[src/source/dmem_pkg.sv]
package dmem_pkg;

	localparam int num_lanes	= 2;
	localparam int lane_bits	= 1;	// Enough to index num_lanes

	localparam int mem_words	= 64;
	localparam int addr_bits	= 6;	// log2 of mem_words
	localparam int data_bits	= 32;
	localparam int length_bits	= 4;	// Element count minus one

	// One memory word
	typedef logic [data_bits-1:0]	data_t;

	// Word address, arithmetic wraps at mem_words
	typedef logic [addr_bits-1:0]	addr_t;

	// Encoded as count minus one, so 1 to 16 elements
	typedef logic [length_bits-1:0]	length_t;

	typedef logic [lane_bits-1:0]	lane_t;

	typedef enum logic {
		op_store	= 1'b0,
		op_load		= 1'b1
	} op_t;

endpackage

[src/source/access_if.sv]
`timescale 1ns/1ns

// Granted access command, arbiter to address generator
interface access_if
	import dmem_pkg::*;
();

	logic		valid;
	op_t		op;
	addr_t		base;
	addr_t		stride;
	length_t	length;
	lane_t		lane;		// Lane that owns the command
	logic		ready;		// High while the address generator is idle

	modport arbiter (
		output	valid,
		output	op,
		output	base,
		output	stride,
		output	length,
		output	lane,
		input	ready
	);

	modport agu (
		input	valid,
		input	op,
		input	base,
		input	stride,
		input	length,
		input	lane,
		output	ready
	);

endinterface

[src/source/bank_if.sv]
`timescale 1ns/1ns

// One element per handshake, address generator to bank
interface bank_if
	import dmem_pkg::*;
();

	logic		valid;
	op_t		op;
	addr_t		address;
	lane_t		lane;
	logic		accept;		// Element completes on valid and accept

	modport agu (
		output	valid,
		output	op,
		output	address,
		output	lane,
		input	accept
	);

	modport bank (
		input	valid,
		input	op,
		input	address,
		input	lane,
		output	accept
	);

endinterface

[src/source/access_arbiter.sv]
`timescale 1ns/1ns

module access_arbiter
	import dmem_pkg::*;
(
	input	logic					clock,
	input	logic					reset,
	input	logic [num_lanes-1:0]	cmd_valid,
	input	op_t					cmd_op		[num_lanes],
	input	addr_t					cmd_base	[num_lanes],
	input	addr_t					cmd_stride	[num_lanes],
	input	length_t				cmd_length	[num_lanes],
	output	logic [num_lanes-1:0]	cmd_ready,
	access_if.arbiter				access
);

	lane_t		prio_lane;		// Lane that wins a tie
	lane_t		grant;
	logic		any_valid;
	logic		transfer;

	// Scan lanes starting at the priority lane
	always_comb begin
		lane_t	cand;
		logic	found;

		found	= 1'b0;
		grant	= prio_lane;
		for (int i = 0; i < num_lanes; i++) begin
			cand = lane_t'(prio_lane + i);	// Wraps over the lane count
			if (!found && cmd_valid[cand]) begin
				found	= 1'b1;
				grant	= cand;
			end
		end
	end

	assign any_valid	= |cmd_valid;
	assign transfer		= access.valid & access.ready;

	assign access.valid		= any_valid;
	assign access.op		= cmd_op[grant];
	assign access.base		= cmd_base[grant];
	assign access.stride	= cmd_stride[grant];
	assign access.length	= cmd_length[grant];
	assign access.lane		= grant;

	// Only the winner sees the address generator's ready
	always_comb begin
		cmd_ready = '0;
		if (any_valid) begin
			cmd_ready[grant] = access.ready;
		end
	end

	// Pointer moves past the served lane on a completed transfer
	always_ff @(posedge clock) begin
		if (reset) begin
			prio_lane <= '0;
		end else if (transfer) begin
			prio_lane <= lane_t'(grant + 1'b1);
		end
	end

endmodule

[src/source/stride_agu.sv]
`timescale 1ns/1ns

module stride_agu
	import dmem_pkg::*;
(
	input	logic		clock,
	input	logic		reset,
	access_if.agu		access,
	bank_if.agu			elem
);

	logic		armed;			// Low only in the cycle after reset
	logic		busy;
	addr_t		cur_addr;
	addr_t		stride;
	length_t	remaining;		// Elements left after the current one
	op_t		op;
	lane_t		lane;

	logic		take_cmd;
	logic		step;
	logic		last_elem;

	assign access.ready	= armed & ~busy;

	assign take_cmd		= access.valid & access.ready;
	assign step			= elem.valid & elem.accept;
	assign last_elem	= (remaining == '0);

	assign elem.valid	= busy;
	assign elem.op		= op;
	assign elem.address	= cur_addr;
	assign elem.lane	= lane;

	always_ff @(posedge clock) begin
		if (reset) begin
			armed <= 1'b0;
		end else begin
			armed <= 1'b1;
		end
	end

	always_ff @(posedge clock) begin
		if (reset) begin
			busy <= 1'b0;
		end else if (take_cmd) begin
			busy <= 1'b1;
		end else if (step && last_elem) begin
			busy <= 1'b0;		// Idle again on the next cycle
		end
	end

	// Command fields and the walking address
	always_ff @(posedge clock) begin
		if (take_cmd) begin
			cur_addr	<= access.base;
			stride		<= access.stride;
			remaining	<= access.length;
			op			<= access.op;
			lane		<= access.lane;
		end else if (step) begin
			cur_addr	<= cur_addr + stride;	// Wraps at mem_words
			remaining	<= remaining - 1'b1;
		end
	end

endmodule

[src/source/dmem_bank.sv]
`timescale 1ns/1ns

module dmem_bank
	import dmem_pkg::*;
(
	input	logic					clock,
	input	logic					reset,
	bank_if.bank					elem,
	input	logic [num_lanes-1:0]	st_valid,
	input	data_t					st_data		[num_lanes],
	output	logic [num_lanes-1:0]	st_ready,
	output	logic [num_lanes-1:0]	ld_valid,
	output	data_t					ld_data		[num_lanes],
	input	logic [num_lanes-1:0]	ld_ready
);

	data_t		mem [mem_words];

	logic		out_valid;		// Load output register is full
	lane_t		out_lane;
	data_t		out_data;

	logic		is_store;
	logic		is_load;
	logic		drain;
	logic		store_fire;
	logic		load_fire;

	assign is_store	= elem.valid & (elem.op == op_store);
	assign is_load	= elem.valid & (elem.op == op_load);

	// Output register leaves this cycle
	assign drain	= out_valid & ld_ready[out_lane];

	always_comb begin
		if (elem.op == op_store) begin
			elem.accept = st_valid[elem.lane];
		end else begin
			elem.accept = ~out_valid | drain;
		end
	end

	assign store_fire	= is_store & elem.accept;
	assign load_fire	= is_load & elem.accept;

	// Store data is only taken from the owning lane
	always_comb begin
		st_ready = '0;
		if (is_store) begin
			st_ready[elem.lane] = 1'b1;
		end
	end

	always_ff @(posedge clock) begin
		if (store_fire) begin
			mem[elem.address] <= st_data[elem.lane];
		end
	end

	always_ff @(posedge clock) begin
		if (load_fire) begin
			out_data	<= mem[elem.address];
			out_lane	<= elem.lane;
		end
	end

	always_ff @(posedge clock) begin
		if (reset) begin
			out_valid <= 1'b0;
		end else if (load_fire) begin
			out_valid <= 1'b1;		// Refill may overlap a drain
		end else if (drain) begin
			out_valid <= 1'b0;
		end
	end

	// Lanes that do not own the register see zero
	always_comb begin
		for (int l = 0; l < num_lanes; l++) begin
			ld_valid[l]	= out_valid && (out_lane == lane_t'(l));
			ld_data[l]	= (out_lane == lane_t'(l)) ? out_data : '0;
		end
	end

endmodule

[src/source/dmem_top.sv]
`timescale 1ns/1ns

module dmem_top
	import dmem_pkg::*;
(
	input	logic					clock,
	input	logic					reset,

	input	logic [num_lanes-1:0]	cmd_valid,
	input	op_t					cmd_op		[num_lanes],
	input	addr_t					cmd_base	[num_lanes],
	input	addr_t					cmd_stride	[num_lanes],
	input	length_t				cmd_length	[num_lanes],
	output	logic [num_lanes-1:0]	cmd_ready,

	input	logic [num_lanes-1:0]	st_valid,
	input	data_t					st_data		[num_lanes],
	output	logic [num_lanes-1:0]	st_ready,

	output	logic [num_lanes-1:0]	ld_valid,
	output	data_t					ld_data		[num_lanes],
	input	logic [num_lanes-1:0]	ld_ready
);

	access_if	access ();
	bank_if		elem ();

	// One command at a time goes through
	access_arbiter access_arbiter (
		.clock			(clock),
		.reset			(reset),
		.cmd_valid		(cmd_valid),
		.cmd_op			(cmd_op),
		.cmd_base		(cmd_base),
		.cmd_stride		(cmd_stride),
		.cmd_length		(cmd_length),
		.cmd_ready		(cmd_ready),
		.access			(access.arbiter)
	);

	stride_agu stride_agu (
		.clock			(clock),
		.reset			(reset),
		.access			(access.agu),
		.elem			(elem.agu)
	);

	// Storage plus the registered load return
	dmem_bank dmem_bank (
		.clock			(clock),
		.reset			(reset),
		.elem			(elem.bank),
		.st_valid		(st_valid),
		.st_data		(st_data),
		.st_ready		(st_ready),
		.ld_valid		(ld_valid),
		.ld_data		(ld_data),
		.ld_ready		(ld_ready)
	);

endmodule

[config.mk]
export PLATFORM = sky130hd
export DESIGN_NAME = dmem_top
export DESIGN_NICKNAME = d
export VERILOG_FILES = /design/src/source/dmem_pkg.sv /design/src/source/access_if.sv /design/src/source/bank_if.sv /design/src/source/access_arbiter.sv /design/src/source/stride_agu.sv /design/src/source/dmem_bank.sv /design/src/source/dmem_top.sv
export SDC_FILE = /design/constraint.sdc
export NUM_CORES = 2
export LEC_CHECK = 0
export ABC_AREA = 1
export BUFFER_PORTS_ARGS = -buffer_cell sky130_fd_sc_hd__buf_2
export CORE_UTILIZATION = 30
export CTS_CLUSTER_SIZE = 16
export DETAILED_ROUTE_END_ITERATION = 10
export GPL_ROUTABILITY_DRIVEN = 1
export MAX_ROUTING_LAYER = met4
export RECOVER_POWER = 50
export SLEW_MARGIN = 0
export SYNTH_ARGS = -nofsm -noshare
export SYNTH_HDL_FRONTEND = slang
export SYNTH_SLANG_ARGS = --single-unit
[constraint.sdc]
create_clock -name clock -period 3.3 [get_ports clock]
set_input_delay 0.495 -clock clock [delete_from_list [all_inputs] [get_ports clock]]
set_output_delay 0.495 -clock clock [all_outputs]
set_load 0.01 [all_outputs]
==> metrics.log <==
[metrics] setup TNS: 0 ps
[metrics] number of input and output port buffers inserted: 175
[metrics] Max Fanout on Critical Path: 35
[metrics] R2R Path End: dmem_bank.mem[0][9]
[metrics] Synth top area share: 69.2%
[metrics] final worst path period need: 3180 ps
[metrics] Slew Limit Headroom: -21.0%
[metrics] CP required: 3810 ps
[metrics] fraction of the cycle the final worst path needs: 96.4%
[metrics] count of H-tree levels built during CTS: 4
[metrics] leakage power: 45.8 nW
[metrics] Yosys top cell by area: sky130_fd_sc_hd__edfxtp_1
[metrics] Worst R2R Start: stride_agu.elem.lane
[metrics] Main synth FF type: sky130_fd_sc_hd__edfxtp_1
[metrics] Final Cell Area: 0.106 mm^2
[metrics] total die area: 0.306 mm^2
[metrics] per-cell routed wire length: 19.4 um
[metrics] r2r worst-path depth: 5
[metrics] placement-stage cell area: 0.0994 mm^2
[metrics] total congestion overflow after global routing: 0
[metrics] Post-DP HPWL: 151000 um
[metrics] kind of launch point of the worst setup path: flip-flop
[metrics] setup repair bufs after CTS: 0
[metrics] power density of the placed cells: 585 mW/mm^2
[metrics] mean post-synth cell area: 10.3 um^2
[metrics] area of combinational cells with multiple inputs: 0.0193 mm^2
[metrics] violations in the final reports: max-capacitance violations, max-slew violations
[metrics] maximum number of pins on one net before global-route repair: 114
[metrics] CTS tree: done
[metrics] number of enable-type register cells in the synthesized netlist: 2099
[metrics] summed instance area of the synthesized netlist: 0.0910 mm^2
[metrics] maximum clock rate: 314 MHz
[metrics] Synth Net Count: 8979
[metrics] final worst clock skew: 31.2 ps
[metrics] vertical extent of the die: 553 um
[metrics] source-to-sink clock delay at the later pin of the worst-skew pair: 860 ps
[metrics] RSZ-0062 raised after global routing: false
[metrics] remaining antenna violation count: 0
[metrics] number of distinct library cells after synthesis: 31
[metrics] number of warnings printed during yosys synthesis: 0
[metrics] number of antenna violations at the first check in global routing: 15
[metrics] worst min-delay path startpoint: cmd_base[3]
[metrics] hold-critical path endpoint: stride_agu.elem.address[3]
[metrics] number of search-and-repair iterations in the first detailed-routing pass: 5
[metrics] most used standard cells in the synthesized netlist: 2750 x sky130_fd_sc_hd__nand2_1, 2099 x sky130_fd_sc_hd__edfxtp_1, 1951 x sky130_fd_sc_hd__inv_1
[metrics] via count of the routed design: 60300
[metrics] Maximum Capacitance Violations: 9
[metrics] peak ir drop on the vdd network: 0.000413 V
[metrics] Seq/Total Area, Yosys: 69.3%
[metrics] final count of pins violating max slew: 548
[metrics] die extent in x: 553 um
[metrics] Iter 0 DRT Violations: 6454
[metrics] fraction of final layout cells sized beyond drive strength 1: 9.36%
[metrics] async set-or-reset flop fraction in the synthesized netlist: 0%
[metrics] reg-to-reg slack, setup: 120 ps
[metrics] Sink Count: 2103
[metrics] post-CTS clock slew at the launch and capture registers of the worst setup and hold paths: 60 ps
[metrics] vias in the first global route: 57100
[metrics] type of the worst setup path: reg -> reg
[metrics] number of vias per cell after detailed routing: 4.51
[metrics] Slew @ Worst Pin: 1820 ps
[metrics] Cell Rows: 201
[metrics] area overhead of the layout relative to synthesis: 16.0%
[metrics] arrival time at the worst endpoint: 3690 ps
[metrics] sum of routed wire length over all layers: 259000 um
[metrics] RePlAce Congestion: 0.873
[metrics] Critical Path End Type: flip-flop
[metrics] main area contributors after synthesis: sky130_fd_sc_hd__edfxtp_1 69%, sky130_fd_sc_hd__nand2_1 11%, sky130_fd_sc_hd__inv_1 8.0%
[metrics] final-stage net count: 9335
[metrics] post-synthesis register bit count: 2103
[metrics] initial cell density of the core: 30.3%
[metrics] Tightest Hold Check Type: in -> reg
[metrics] run status: finished, violations left
[metrics] register cell area after layout: 0.0631 mm^2
[metrics] top-level I/O count: 176
[metrics] total of fill cells in the finished design: 29500
[metrics] leading cell type by number of instances after synthesis: sky130_fd_sc_hd__nand2_1
[metrics] Syn Inst Count: 8865
[metrics] cell count of the worst hold path: 3
[metrics] number of buffers between clock root and the deepest sink: 3
[metrics] Tot GR Track Use: 17.2%
[metrics] total clock buffers created by CTS: 211
[metrics] first-pass GRT wire length: 381000 um
[metrics] Final Hold Fails: 0
[metrics] Setup-failing EPs final: 0
[metrics] cell at the root of the clock tree: sky130_fd_sc_hd__clkbuf_16
[metrics] DRC errors left: 0
[metrics] core area: 0.301 mm^2
==> how the worst max path moves through the flow <==
stage	from	to	slack [ps]
2_1_floorplan	stride_agu.elem.address[1]	dmem_bank.mem[0][0]	200
3_3_place_gp	stride_agu.elem.address[0]	dmem_bank.out_data[28]	70
3_5_place_dp	stride_agu.elem.address[0]	dmem_bank.out_data[0]	80
4_1_cts	stride_agu.elem.address[0]	dmem_bank.out_data[31]	80
5_1_grt	stride_agu.elem.lane	dmem_bank.mem[19][17]	10
6_report	stride_agu.elem.lane	dmem_bank.mem[0][9]	120
==> timing repair <==
action                                  in CTS  in global routing
endpoints found under the hold margin       17                  0
gates resized for setup                      0                  3
hold buffers                                25                  0
endpoints found under the setup margin       0                  3
==> stage by stage <==
step | cells | utilization (%) | power, mW | hold slack, ps | setup slack (ps)
after floorplan | 8865 | - | 35.6 | 421 | 199
after global placement | 12900 | 33.0 | 39.6 | 448 | 74.8
after detailed placement | 12900 | 33.0 | 39.6 | 452 | 82.7
after CTS | 13400 | 35.3 | 62.2 | 6.63 | 79.5
after global routing | 13400 | 35.1 | 63.9 | 16.3 | 9.83
final | 13400 | 35.1 | 61.8 | 63.1 | 117
==> logic make-up (layout without fill, tap and decap cells) <==
logic type | Yosys count | count (layout) | synth area share, %
flip-flops | 2103 | 2103 | 69.3
XOR/XNOR | 1 | 1 | 0.00962
AO/OA/AOI/OAI | 308 | 308 | 1.81
buffers and inverters | 2336 | 2867 | 10.1
other | 0 | 8 | 0
AND/OR/NAND/NOR | 4109 | 4109 | 18.7
adder cells (fa/ha/maj) | 8 | 8 | 0.118
==> routing by layer <==
layer	routed length (um)	vias to the layer above	global-route usage, %
li1	-	28700	-
met1	111000	29100	22.3
met2	122000	2065	27.9
met3	17800	383	2.44
met4	8500	0	5.11
met5	0	-	-
==> critical path: stages (launching register included) <==
cell	delay, ps
sky130_fd_sc_hd__edfxtp_1	530
sky130_fd_sc_hd__clkinv_1	110
sky130_fd_sc_hd__buf_4	330
sky130_fd_sc_hd__nand2_1	90
sky130_fd_sc_hd__nand2_1	870
sky130_fd_sc_hd__clkbuf_2	860
==> area by class of cell <==
class	count	share of cell area, %
clock inverters	120	0.866
inverters	1957	6.98
repair buffers	522	4.18
well taps	3958	4.69
flip-flops and latches	2103	59.8
multi-input cells	4426	18.3
clock buffers	268	5.24
diodes	8	0.0190
==> registers in the layout (all words and copies together), names as in the netlist <==
name / flops
stride_agu.stride: 6
stride_agu.remaining: 4
stride_agu.elem.address: 6
dmem_bank.mem: 2048
dmem_bank.out_lane: 1
access_arbiter.prio_lane: 1
stride_agu.elem.valid: 1
dmem_bank.out_valid: 1
stride_agu.elem.op: 1
stride_agu.armed: 1
stride_agu.elem.lane: 1
dmem_bank.out_data: 32
==> power breakdown <==
group,internal (mW),switching [mW]
Clock,12.5,10.3
Sequential,30.0,0.152
Combinational,2.36,6.52
==> placed cells by master (no fill, tap or decap), types with 40 or more instances in the layout <==
cell type	count
sky130_fd_sc_hd__buf_4	181
sky130_fd_sc_hd__clkinv_1	55
sky130_fd_sc_hd__clkbuf_1	88
sky130_fd_sc_hd__clkinv_2	40
sky130_fd_sc_hd__clkbuf_16	213
sky130_fd_sc_hd__or2_1	73
sky130_fd_sc_hd__buf_2	160
sky130_fd_sc_hd__nand2_1	2743
sky130_fd_sc_hd__buf_12	83
sky130_fd_sc_hd__nor2_1	183
sky130_fd_sc_hd__o21ai_0	236
sky130_fd_sc_hd__nand3_1	973
sky130_fd_sc_hd__nor2_4	63
sky130_fd_sc_hd__or2_2	53
sky130_fd_sc_hd__inv_1	1952
sky130_fd_sc_hd__edfxtp_1	2099
No activity file was read; power rests on OpenSTA's default activity.
